File: src/design/lcd_defines.svh
// register map, wr strobe widths, coordinate width and panel command codes
`ifndef LCD_DEFINES_SVH
`define LCD_DEFINES_SVH

// one screen coordinate
`define LCD_COORD_W 10

// host register map
`define LCD_ADDR_X0     4'd0
`define LCD_ADDR_X1     4'd1
`define LCD_ADDR_Y0     4'd2
`define LCD_ADDR_Y1     4'd3
`define LCD_ADDR_COLOR  4'd4
`define LCD_ADDR_CTRL   4'd5 // bit 0 starts a frame
`define LCD_ADDR_STATUS 4'd6 // busy in bit 0, frame count in 31:16

// 8080 write strobe shape, in pclk cycles
`define LCD_WR_LOW_CYC  2
`define LCD_WR_HIGH_CYC 2

// panel commands sent with rs low
`define LCD_CMD_COL   16'h002A // column address set
`define LCD_CMD_ROW   16'h002B // row address set
`define LCD_CMD_MEMWR 16'h002C // memory write, pixels follow

`endif

File: src/design/lcd_pkg.sv
// sequencer state enum and host register access enum
package lcd_pkg;

    // window commands, their parameters, then the pixel stream
    typedef enum logic [2:0] {
        IDLE    = 3'd0,
        COL_CMD = 3'd1,
        COL_PAR = 3'd2, // x0 then x1
        ROW_CMD = 3'd3,
        ROW_PAR = 3'd4, // y0 then y1
        MEM_CMD = 3'd5,
        PIXELS  = 3'd6,
        DONE    = 3'd7
    } seq_state_t;

    // kind of host register access
    typedef enum logic {
        OP_READ  = 1'b0,
        OP_WRITE = 1'b1
    } reg_op_t;

endpackage

File: src/design/lcd_cfg_if.sv
// interface for window, color, start and status between register block and sequencer
`timescale 1ns/100ps
`include "lcd_defines.svh"

interface lcd_cfg_if;

    logic [`LCD_COORD_W-1:0] x0;
    logic [`LCD_COORD_W-1:0] x1;
    logic [`LCD_COORD_W-1:0] y0;
    logic [`LCD_COORD_W-1:0] y1;
    logic [15:0]             color;
    logic                    start;      // one cycle pulse
    logic                    busy;       // frame in progress
    logic                    frame_done; // one cycle pulse at end of frame

    modport regs (
        output x0,
        output x1,
        output y0,
        output y1,
        output color,
        output start,
        input  busy,
        input  frame_done
    );

    modport seq (
        input  x0,
        input  x1,
        input  y0,
        input  y1,
        input  color,
        input  start,
        output busy,
        output frame_done
    );

endinterface

File: src/design/lcd_word_if.sv
// interface for one panel bus word with valid/ready handshake
`timescale 1ns/100ps

interface lcd_word_if;

    logic        valid;
    logic        ready;
    logic        rs;   // 0 command, 1 data
    logic [15:0] data;

    // word producer, holds everything until accepted
    modport src (
        output valid,
        output rs,
        output data,
        input  ready
    );

    // word consumer
    modport snk (
        input  valid,
        input  rs,
        input  data,
        output ready
    );

endinterface

File: src/design/lcd_bus_writer.sv
// 8080 write strobe generator for accepted bus words
`timescale 1ns/100ps
`include "lcd_defines.svh"

module lcd_bus_writer (
    input  logic        pclk,
    input  logic        rst_n_i,
    lcd_word_if.snk     word,
    output logic        lcd_cs_n_o,
    output logic        lcd_wr_n_o,
    output logic        lcd_rs_o,
    output logic [15:0] lcd_db_o
);

    localparam int TOTAL = `LCD_WR_LOW_CYC + `LCD_WR_HIGH_CYC;
    localparam int PH_W  = $clog2(TOTAL);

    logic [PH_W-1:0] phase; // cycles left in the current strobe
    logic            xfer;

    // last high cycle counts as idle so words go back to back
    assign word.ready = (phase == '0);
    assign xfer       = word.valid && word.ready;

    always_ff @(posedge pclk or negedge rst_n_i) begin
        if (!rst_n_i) begin
            phase      <= '0;
            lcd_cs_n_o <= 1'b1;
            lcd_wr_n_o <= 1'b1;
        end else if (xfer) begin
            phase      <= PH_W'(TOTAL - 1);
            lcd_cs_n_o <= 1'b0;
            lcd_wr_n_o <= 1'b0;
        end else if (phase != '0) begin
            phase <= phase - 1'b1;
            if (phase == PH_W'(`LCD_WR_HIGH_CYC)) begin
                lcd_wr_n_o <= 1'b1; // panel latches here
            end
        end else begin
            lcd_cs_n_o <= 1'b1; // nothing pending
        end
    end

    // rs and db held for the whole strobe
    always_ff @(posedge pclk) begin
        if (xfer) begin
            lcd_rs_o <= word.rs;
            lcd_db_o <= word.data;
        end
    end

endmodule

File: src/design/lcd_regs.sv
// host register block with window, color, start pulse, busy stall and frame counter
`timescale 1ns/100ps
`include "lcd_defines.svh"

module lcd_regs (
    input  logic             pclk,
    input  logic             rst_n_i,
    input  logic             reg_valid_i,
    input  lcd_pkg::reg_op_t reg_op_i,
    input  logic [3:0]       reg_addr_i,
    input  logic [31:0]      reg_wdata_i,
    output logic             reg_ready_o,
    output logic [31:0]      reg_rdata_o,
    lcd_cfg_if.regs          cfg
);

    logic [`LCD_COORD_W-1:0] x0_q;
    logic [`LCD_COORD_W-1:0] x1_q;
    logic [`LCD_COORD_W-1:0] y0_q;
    logic [`LCD_COORD_W-1:0] y1_q;
    logic [15:0]             color_q;
    logic                    start_q;
    logic [15:0]             frame_cnt;
    logic                    is_write;
    logic                    cfg_write; // write to window, color or ctrl
    logic                    wr_fire;

    assign is_write  = (reg_op_i == lcd_pkg::OP_WRITE);
    assign cfg_write = is_write && (reg_addr_i <= `LCD_ADDR_CTRL);

    // hold config writes off while a frame draws
    assign reg_ready_o = !(cfg.busy && cfg_write);
    assign wr_fire     = reg_valid_i && reg_ready_o && is_write;

    always_ff @(posedge pclk or negedge rst_n_i) begin
        if (!rst_n_i) begin
            x0_q    <= '0;
            x1_q    <= '0;
            y0_q    <= '0;
            y1_q    <= '0;
            color_q <= '0;
            start_q <= 1'b0;
        end else begin
            start_q <= wr_fire && (reg_addr_i == `LCD_ADDR_CTRL) && reg_wdata_i[0];
            if (wr_fire) begin
                case (reg_addr_i)
                    `LCD_ADDR_X0:    x0_q    <= reg_wdata_i[`LCD_COORD_W-1:0];
                    `LCD_ADDR_X1:    x1_q    <= reg_wdata_i[`LCD_COORD_W-1:0];
                    `LCD_ADDR_Y0:    y0_q    <= reg_wdata_i[`LCD_COORD_W-1:0];
                    `LCD_ADDR_Y1:    y1_q    <= reg_wdata_i[`LCD_COORD_W-1:0];
                    `LCD_ADDR_COLOR: color_q <= reg_wdata_i[15:0];
                    default: ; // ctrl self-clears, status is read only
                endcase
            end
        end
    end

    // finished frames, wraps at 16 bits
    always_ff @(posedge pclk or negedge rst_n_i) begin
        if (!rst_n_i) begin
            frame_cnt <= '0;
        end else if (cfg.frame_done) begin
            frame_cnt <= frame_cnt + 16'd1;
        end
    end

    always_comb begin
        case (reg_addr_i)
            `LCD_ADDR_X0:     reg_rdata_o = {{(32-`LCD_COORD_W){1'b0}}, x0_q};
            `LCD_ADDR_X1:     reg_rdata_o = {{(32-`LCD_COORD_W){1'b0}}, x1_q};
            `LCD_ADDR_Y0:     reg_rdata_o = {{(32-`LCD_COORD_W){1'b0}}, y0_q};
            `LCD_ADDR_Y1:     reg_rdata_o = {{(32-`LCD_COORD_W){1'b0}}, y1_q};
            `LCD_ADDR_COLOR:  reg_rdata_o = {16'h0000, color_q};
            `LCD_ADDR_STATUS: reg_rdata_o = {frame_cnt, 15'h0000, cfg.busy};
            default:          reg_rdata_o = 32'h0000_0000;
        endcase
    end

    assign cfg.x0    = x0_q;
    assign cfg.x1    = x1_q;
    assign cfg.y0    = y0_q;
    assign cfg.y1    = y1_q;
    assign cfg.color = color_q;
    assign cfg.start = start_q;

endmodule

File: src/design/lcd_seq_ctrl.sv
// drawing sequencer for window commands, their parameters and the pixel stream
`timescale 1ns/100ps
`include "lcd_defines.svh"

module lcd_seq_ctrl (
    input  logic    pclk,
    input  logic    rst_n_i,
    lcd_cfg_if.seq  cfg,
    lcd_word_if.src word
);

    localparam int CNT_W = 2 * (`LCD_COORD_W + 1);

    lcd_pkg::seq_state_t state;

    logic [`LCD_COORD_W-1:0] wx0;
    logic [`LCD_COORD_W-1:0] wx1;
    logic [`LCD_COORD_W-1:0] wy0;
    logic [`LCD_COORD_W-1:0] wy1;
    logic [15:0]             wcolor;
    logic [`LCD_COORD_W:0]   span_x;
    logic [`LCD_COORD_W:0]   span_y;
    logic [CNT_W-1:0]        npix;
    logic [CNT_W-1:0]        pix_left;
    logic                    par_hi; // second word of a parameter pair
    logic                    xfer;

    // a reversed window gives a zero span
    assign span_x = (cfg.x1 >= cfg.x0) ? ({1'b0, cfg.x1} - {1'b0, cfg.x0} + 1'b1) : '0;
    assign span_y = (cfg.y1 >= cfg.y0) ? ({1'b0, cfg.y1} - {1'b0, cfg.y0} + 1'b1) : '0;
    assign npix   = span_x * span_y;

    assign xfer = word.valid && word.ready;

    always_ff @(posedge pclk or negedge rst_n_i) begin
        if (!rst_n_i) begin
            state    <= lcd_pkg::IDLE;
            pix_left <= '0;
            par_hi   <= 1'b0;
        end else begin
            case (state)
                lcd_pkg::IDLE: begin
                    par_hi <= 1'b0;
                    if (cfg.start) begin
                        pix_left <= npix;
                        state    <= lcd_pkg::COL_CMD;
                    end
                end
                lcd_pkg::COL_CMD: if (xfer) state <= lcd_pkg::COL_PAR;
                lcd_pkg::COL_PAR: begin
                    if (xfer) begin
                        par_hi <= !par_hi;
                        if (par_hi) state <= lcd_pkg::ROW_CMD;
                    end
                end
                lcd_pkg::ROW_CMD: if (xfer) state <= lcd_pkg::ROW_PAR;
                lcd_pkg::ROW_PAR: begin
                    if (xfer) begin
                        par_hi <= !par_hi;
                        if (par_hi) state <= lcd_pkg::MEM_CMD;
                    end
                end
                lcd_pkg::MEM_CMD: begin
                    if (xfer) begin
                        state <= (pix_left == '0) ? lcd_pkg::DONE : lcd_pkg::PIXELS;
                    end
                end
                lcd_pkg::PIXELS: begin
                    if (xfer) begin
                        pix_left <= pix_left - 1'b1;
                        if (pix_left == CNT_W'(1)) state <= lcd_pkg::DONE;
                    end
                end
                default: state <= lcd_pkg::IDLE; // DONE lasts one cycle
            endcase
        end
    end

    // window and color captured once per frame
    always_ff @(posedge pclk) begin
        if (state == lcd_pkg::IDLE && cfg.start) begin
            wx0    <= cfg.x0;
            wx1    <= cfg.x1;
            wy0    <= cfg.y0;
            wy1    <= cfg.y1;
            wcolor <= cfg.color;
        end
    end

    always_comb begin
        case (state)
            lcd_pkg::COL_CMD: word.data = `LCD_CMD_COL;
            lcd_pkg::COL_PAR: word.data = {{(16-`LCD_COORD_W){1'b0}}, par_hi ? wx1 : wx0};
            lcd_pkg::ROW_CMD: word.data = `LCD_CMD_ROW;
            lcd_pkg::ROW_PAR: word.data = {{(16-`LCD_COORD_W){1'b0}}, par_hi ? wy1 : wy0};
            lcd_pkg::MEM_CMD: word.data = `LCD_CMD_MEMWR;
            lcd_pkg::PIXELS:  word.data = wcolor;
            default:          word.data = 16'h0000;
        endcase
    end

    assign word.valid = (state != lcd_pkg::IDLE) && (state != lcd_pkg::DONE);
    assign word.rs    = (state == lcd_pkg::COL_PAR) || (state == lcd_pkg::ROW_PAR) ||
                        (state == lcd_pkg::PIXELS);

    assign cfg.busy       = (state != lcd_pkg::IDLE);
    assign cfg.frame_done = (state == lcd_pkg::DONE);

endmodule

File: src/design/lcd_subsys_top.sv
// top level joining register block, sequencer and bus writer
`timescale 1ns/100ps

module lcd_subsys_top (
    input  logic             pclk,
    input  logic             rst_n_i,
    input  logic             reg_valid_i,
    input  lcd_pkg::reg_op_t reg_op_i,
    input  logic [3:0]       reg_addr_i,
    input  logic [31:0]      reg_wdata_i,
    output logic             reg_ready_o,
    output logic [31:0]      reg_rdata_o,
    output logic             lcd_cs_n_o,
    output logic             lcd_wr_n_o,
    output logic             lcd_rs_o,
    output logic [15:0]      lcd_db_o,
    output logic             busy_o
);

    lcd_cfg_if  cfg_if ();
    lcd_word_if word_if ();

    lcd_regs u_regs (
        .pclk        (pclk),
        .rst_n_i     (rst_n_i),
        .reg_valid_i (reg_valid_i),
        .reg_op_i    (reg_op_i),
        .reg_addr_i  (reg_addr_i),
        .reg_wdata_i (reg_wdata_i),
        .reg_ready_o (reg_ready_o),
        .reg_rdata_o (reg_rdata_o),
        .cfg         (cfg_if.regs)
    );

    lcd_seq_ctrl u_seq (
        .pclk    (pclk),
        .rst_n_i (rst_n_i),
        .cfg     (cfg_if.seq),
        .word    (word_if.src)
    );

    lcd_bus_writer u_writer (
        .pclk       (pclk),
        .rst_n_i    (rst_n_i),
        .word       (word_if.snk),
        .lcd_cs_n_o (lcd_cs_n_o),
        .lcd_wr_n_o (lcd_wr_n_o),
        .lcd_rs_o   (lcd_rs_o),
        .lcd_db_o   (lcd_db_o)
    );

    assign busy_o = cfg_if.busy; // frame in progress

endmodule

File: config.mk
export PLATFORM = sky130hd
export DESIGN_NAME = lcd_subsys_top
export DESIGN_NICKNAME = d
export VERILOG_FILES = /design/src/design/lcd_pkg.sv /design/src/design/lcd_cfg_if.sv /design/src/design/lcd_word_if.sv /design/src/design/lcd_bus_writer.sv /design/src/design/lcd_regs.sv /design/src/design/lcd_seq_ctrl.sv /design/src/design/lcd_subsys_top.sv
export VERILOG_INCLUDE_DIRS = /design/src /design/src/design
export SDC_FILE = /design/constraint.sdc
export NUM_CORES = 1
export LEC_CHECK = 0
export ABC_AREA = 1
export BUFFER_PORTS_ARGS = -buffer_cell sky130_fd_sc_hd__buf_2
export CORE_UTILIZATION = 30
export CTS_CLUSTER_DIAMETER = 60
export DETAILED_ROUTE_END_ITERATION = 12
export PLACE_DENSITY_LB_ADDON = 0.3
export SLEW_MARGIN = 15
export SYNTH_ARGS = -nofsm -noshare
export SYNTH_HDL_FRONTEND = slang
export SYNTH_HIERARCHICAL = 1
export SYNTH_SLANG_ARGS = --single-unit
File: constraint.sdc
create_clock -name pclk -period 7.1 [get_ports pclk]
set_clock_uncertainty 0.1 [all_clocks]
set_input_delay 0.71 -clock pclk [delete_from_list [all_inputs] [get_ports pclk]]
set_output_delay 0.71 -clock pclk [all_outputs]
set_load 0.02 [all_outputs]
== Word-level counts from Yosys, hierarchy flattened ==
Index checks and enable logic that the tools add are counted.
Word-level totals
  register bits after elaboration: 176
  input bits: 40
Operators by class
  add/subtract/negate cells: 7
  $mul: 1
  magnitude comparators: 3
  equal/unequal tests: 28
  muxes and demuxes: 30
  reductions and logical operators: 33
Operator list (number)
  $pmux W32 S6: 1
  $pmux W16 S6: 1
  $mux W22: 2
  $pmux W22 S2: 1
  $mux W3: 10
  $add A11 B1 Y11 const B: 2
  $eq A22 B1 Y1 const B: 1
  $logic_not A22 Y1: 1
  $mul A11 B11 Y22: 1
  $mux W11: 2
  $sub A10 B10 Y11: 2
  $sub A22 B1 Y22 const B: 1
  $pmux W3 S7: 1
  $ge A10 B10 Y1: 2
  $mux W10: 2
  $ne A2 B1 Y1 const B: 10
  $add A16 B1 Y16 const B: 1
  $reduce_and A2 Y1: 7
  $eq A3 B3 Y1 const B: 4
  $eq A4 B3 Y1 const B: 3
  $reduce_and A10 Y1: 1
  $reduce_bool A2 Y1: 5
  $logic_and A1 B1 Y1: 9
  $eq A4 B2 Y1 const B: 2
  19 further kinds: 30

== Longest topological paths before layout ==
  depth after elaboration: 8
  gate-level depth with buffers: 37

== Modules after synthesis ==
Netlist, hierarchy kept.
Modules (own cells, without submodules)
  lcd_seq_ctrl: times used 1, cells an instance 1280, area an instance 9998.3 µm²
  lcd_regs: times used 1, cells an instance 450, area an instance 3533.4 µm²
  lcd_bus_writer: times used 1, cells an instance 48, area an instance 744.5 µm²

== Least setup slack after synthesis ==
Ideal clock, no wire load.
  path type: reg2reg
  from: reg u_regs.y0_q[1] (netlist: u_regs/cfg.y0[1])
  to: reg u_seq.pix_left[12]
  library setup time: 121 ps
  arrival: 5926 ps
  path slack: 953 ps
  cell stages (with the launch flop): 30
  path buffers: 0
  clock period less this slack: 6147 ps
  cell sequence: dfrtp_1 -> inv_1 -> ha_1 -> inv_1 -> ha_1 -> fa_1 -> nand3_1 -> nand2_1 -> nand2_2 -> a21oi_1 -> or2_1 -> nand3_2 -> nor2_1 -> fa_1 -> inv_1 -> fa_1 -> inv_1 -> fa_1 -> fa_1 -> inv_1 -> fa_1 -> inv_1 -> ha_1 -> nand2_1 -> inv_1 -> a21oi_1 -> nand3_1 -> or2_2 -> nand3_1 -> a21oi_1
Between the ends
  word-level cells in the longest chain between the ends: 6
  elaborated cells on any way between the ends: 7
  classes of those cells: add/sub: 2; mul: 1; order compare: 1; mux: 3
RTL lines
  start: declaration: line lcd_regs.sv:19  | logic [`LCD_COORD_W-1:0] y0_q;
  start signal: assignment: line lcd_regs.sv:49  | `LCD_ADDR_Y0: y0_q <= reg_wdata_i[`LCD_COORD_W-1:0];
  $sub A10 B10 Y11: line lcd_seq_ctrl.sv:30  | assign span_y = (cfg.y1 >= cfg.y0) ? ({1'b0, cfg.y1} - {1'b0, cfg.y0} + 1'b1) : '0;
  $add A11 B1 Y11: line lcd_seq_ctrl.sv:30
  $mux W11 (*): line lcd_seq_ctrl.sv:30
  $mul A11 B11 Y22 (*): line lcd_seq_ctrl.sv:31  | assign npix = span_x * span_y;
  $mux W22 (*): line lcd_seq_ctrl.sv:44  | if (cfg.start) begin
  $pmux W22 S2 (*): line lcd_seq_ctrl.sv:41  | case (state)
  end signal: assignment: line lcd_seq_ctrl.sv:45  | pix_left <= npix;
  end signal: assignment: line lcd_seq_ctrl.sv:70  | pix_left <= pix_left - 1'b1;
  end: declaration: line lcd_seq_ctrl.sv:24  | logic [CNT_W-1:0] pix_left;
Every way passes the cells marked *; elsewhere a longest branch is shown, timed or not. The select of a mux whose other input is x is not followed.
A chain may end at the register's enable or synchronous reset.

== Worst setup path after layout ==
  from: reg u_regs.x0_q[4] (netlist: u_regs/cfg.x0[4])
  to: reg u_seq.pix_left[16]
Between the ends
  word-level cells in the longest chain between the ends: 6
  elaborated cells on any way between the ends: 7
  classes of those cells: add/sub: 2; mul: 1; order compare: 1; mux: 3
RTL lines
  start: declaration: line lcd_regs.sv:17  | logic [`LCD_COORD_W-1:0] x0_q;
  start signal: assignment: line lcd_regs.sv:47  | `LCD_ADDR_X0: x0_q <= reg_wdata_i[`LCD_COORD_W-1:0];
  $sub A10 B10 Y11: line lcd_seq_ctrl.sv:29  | assign span_x = (cfg.x1 >= cfg.x0) ? ({1'b0, cfg.x1} - {1'b0, cfg.x0} + 1'b1) : '0;
  $add A11 B1 Y11: line lcd_seq_ctrl.sv:29
  $mux W11 (*): line lcd_seq_ctrl.sv:29
  $mul A11 B11 Y22 (*): line lcd_seq_ctrl.sv:31
  $mux W22 (*): line lcd_seq_ctrl.sv:44
  $pmux W22 S2 (*): line lcd_seq_ctrl.sv:41
Marked as above.

==> results.ini <==
[layout]
layout_commonest_cell=nand2_1
fillers=4925
drive_gt1_share_pct=12.1
layout.nets=2100
finalNonFillerCells=2482
diodes=0
layout_common_cells=nand2_1, inv_1, nor2_1
syn2layout_area_growth_pct=12.4

[synth]
yosys_most_used_dff=dfrtp_1
netlist_area_sq_um=14300
synth.distinct_cells=55
synthArstFlopShare_pct=58.5
synth_edf_count=73
syn_area_per_cell_sq_um=8.03
syn_inst=1778
yosysWarnings=6
synth_nets=2016
synth-seq-cells=176
seq_area_frac_synth_pct=33.4

[global_routing]
groute.usage.overall_pct=15.6
grt_pass1_vias=11200
grt_pass1_wl_mm=59.2
gr-total-overflow=0
antenna_found_initial=0
grt_max_degree=62

[clock_network]
clk_latency_ns=0.44
clkSlewWorstSetupHoldPaths_ns=0.09
cts_max_path_buffers=2
cts_sinks=176
cts_buffers=17
post_cts_buffers=0
cts-root-buf=clkbuf_16
cts_max_level=4
tritoncts=yes

[power]
seqPwrFrac_pct=19.5
vdd_drop_max_mv=0.278
cellPowerDensity_nw_per_um2=483
power.net_switching_uw=4110
clkPwrFrac_pct=12.5
static-leakage-power_uw=0.00800
p_comb_share_pct=68.0
swShare_pct=53.1
p_int_uw=3630

[timing]
slew_viol_final=0
tightest_slew_ns=1.09
hold_violations=0
rsz0062_at_grt=false
post-route-period-util_pct=94.6
fin_crit_ns=6.72
max_freq_mhz=149
slew_headroom_pct=27.3
setup_viol=0
tns_ns=0

[critical_path]
cpLargestDelayFamily=adder cells
critical_path.max_stage_delay_ns=0.63
path_buf_inv=6
path_class=reg -> reg
worst_setup_path_end_kind=flip-flop
worstPathRequired_ns=7.36
start_kind=flip-flop
critPathArrivalTime_ns=6.98
cp_max_fo=6
cp_common_cell=nand2_1
cp_slowest_cell=fa_2

[die]
core-area_sq_um=46800
placementRows=79
die-width_microns=220
dieArea_sq_um=48500
die_h_microns=220
start_util_pct=30.5
ios=93

[routing]
num_vias=11600
final_antenna_net_count=0
drt_iter0_markers=705
drtPass1Iterations=5
viasPerCell=4.67
wl_per_cell_microns=14.7
routed_wl_mm=36.5
drc=0

[flow_run]
drv_cap=0

[status]
status=finished clean

[placement]
place.gp.congestion=0.890
dp_cells=2450
port_buffers=76
hpwl_mm=28.4

[hold_path]
holdCritPathClass=in -> async

## what timing repair did
item / 4_1_cts / 5_1_grt
resized for setup: 0 / 15
hold endpoints to repair: 0 / 0
setup endpoints to repair: 0 / 8
hold buffers: 0 / 0
## layer usage
layer  track usage (%)  routed length (microns)  up-vias
met1              21.3                    17200     5552
met3              2.03                     1340       34
li1                  -                        -     5767
met2              26.1                    17400      250
met5                 0                        0        -
met4              3.68                      548        0
## cell type report
cell class	count	area [sq um]	area share, %
clock buffer	17	425	2.65
timing repair buffer	96	533	3.32
clock inverter	15	204	1.27
tap	607	759	4.73
multi-input combinational	1235	8090	50.4
inverter	336	1260	7.87
sequential	176	4770	29.7
## power by group through the flow
stage / Sequential, uW / Combinational (uW) / Clock, uW
floorplan: 1500 / 3810 / 0
global placement: 1520 / 5240 / 0
detailed placement: 1530 / 5270 / 0
CTS: 1510 / 5320 / 995
global route: 1540 / 6080 / 1030
finish: 1510 / 5260 / 971
## per-stage QoR
step | hold WS [ns] | total power [uW] | cell area (sq um) | utilization (%) | setup WS (ns)
floorplan | 0.314 | 5310 | 14300 | - | 0.953
detailed placement | 0.362 | 6800 | 15400 | 32.9 | 0.268
finish | 0.154 | 7740 | 16000 | 34.3 | 0.381
global placement | 0.356 | 6760 | 15400 | 32.9 | 0.315
CTS | 0.182 | 7820 | 16000 | 34.2 | 0.240
global route | 0.192 | 8650 | 16000 | 34.3 | 0.00329
## kinds of logic after synthesis
family	Yosys count	share of synthesized area, %
fa+ha+maj	198	22.1
xor+xnor	19	1.22
compound gates	180	7.08
flops	176	33.4
simple gates	838	25.9
buf+inv	367	10.2
## final timing paths
path | start | to | slack [ns] | cells after the start
worst max register to register | u_regs/cfg.x0[4]$_DFFE_PN0P_ | u_seq/pix_left[16]$_DFFE_PN0P_ | 0.38 | 29
worst min register to register | u_writer/lcd_wr_n_o$_DFFE_PN1P_ | u_writer/lcd_wr_n_o$_DFFE_PN1P_ | 0.38 | 2
min in group pclk | u_writer/lcd_wr_n_o$_DFFE_PN1P_ | u_writer/lcd_wr_n_o$_DFFE_PN1P_ | 0.38 | 2
max in group asynchronous | rst_n_i | u_regs/cfg.x1[3]$_DFFE_PN0P_ | 5.46 | 2
worst max-delay path | u_regs/cfg.x0[4]$_DFFE_PN0P_ | u_seq/pix_left[16]$_DFFE_PN0P_ | 0.38 | 29
worst min-delay path | rst_n_i | u_seq/pix_left[5]$_DFFE_PN0P_ | 0.15 | 1
## worst register-to-register path, delay by kind of cell (launching register included)
family                   cells  cell delay [ns]
AND/OR/NAND/NOR             12             1.30
flip-flops                   1             0.40
XOR/XNOR                     1             0.22
AO/OA/AOI/OAI                2             0.35
adder cells (fa/ha/maj)      8             3.83
buffers and inverters        6             0.44
## cell usage after synthesis (2+ instances only)
| cell | count | area [sq um] |
|---|---|---|
| nand2_1 | 434 | 1630 |
| inv_1 | 317 | 1190 |
| nor2_1 | 202 | 758 |
| ha_1 | 108 | 1350 |
| dfrtp_1 | 101 | 2530 |
| fa_1 | 90 | 1800 |
| nand3_1 | 87 | 435 |
| edfxtp_1 | 73 | 2190 |
| o21ai_1 | 67 | 335 |
| a21oi_1 | 63 | 315 |
| nand4_1 | 31 | 194 |
| buf_2 | 20 | 100 |
| inv_2 | 17 | 63.8 |
| o21ai_0 | 16 | 80.1 |
| nand2_2 | 14 | 87.6 |
| nor3_1 | 13 | 65.1 |
| xor2_1 | 13 | 114 |
| nor2_2 | 12 | 75.1 |
| nand3_2 | 10 | 100 |
| a22o_1 | 6 | 52.6 |
| nand3_4 | 6 | 105 |
| or2_2 | 6 | 37.5 |
| a211o_1 | 5 | 43.8 |
| a31oi_1 | 5 | 31.3 |
| buf_6 | 5 | 56.3 |
| xnor2_1 | 5 | 43.8 |
| nand3b_1 | 4 | 30.0 |
| o21bai_1 | 4 | 30.0 |
| or2_1 | 4 | 25.0 |
| a21o_1 | 3 | 22.5 |
| buf_4 | 3 | 22.5 |
| nor2_4 | 3 | 33.8 |
| nor3_2 | 3 | 30.0 |
| or2_0 | 3 | 18.8 |
| a31o_2 | 2 | 17.5 |
| clkbuf_1 | 2 | 7.51 |
| dfstp_2 | 2 | 52.6 |
| o211ai_1 | 2 | 15.0 |
## registers in the layout, indices dropped and copies added, names as in the netlist, 16 cells and up
register and count:
u_seq/pix_left 22, u_regs/cfg.color 16, u_regs/frame_cnt 16, u_seq/wcolor 16, u_writer/lcd_db_o 16
(Power assumes the default switching activity.)
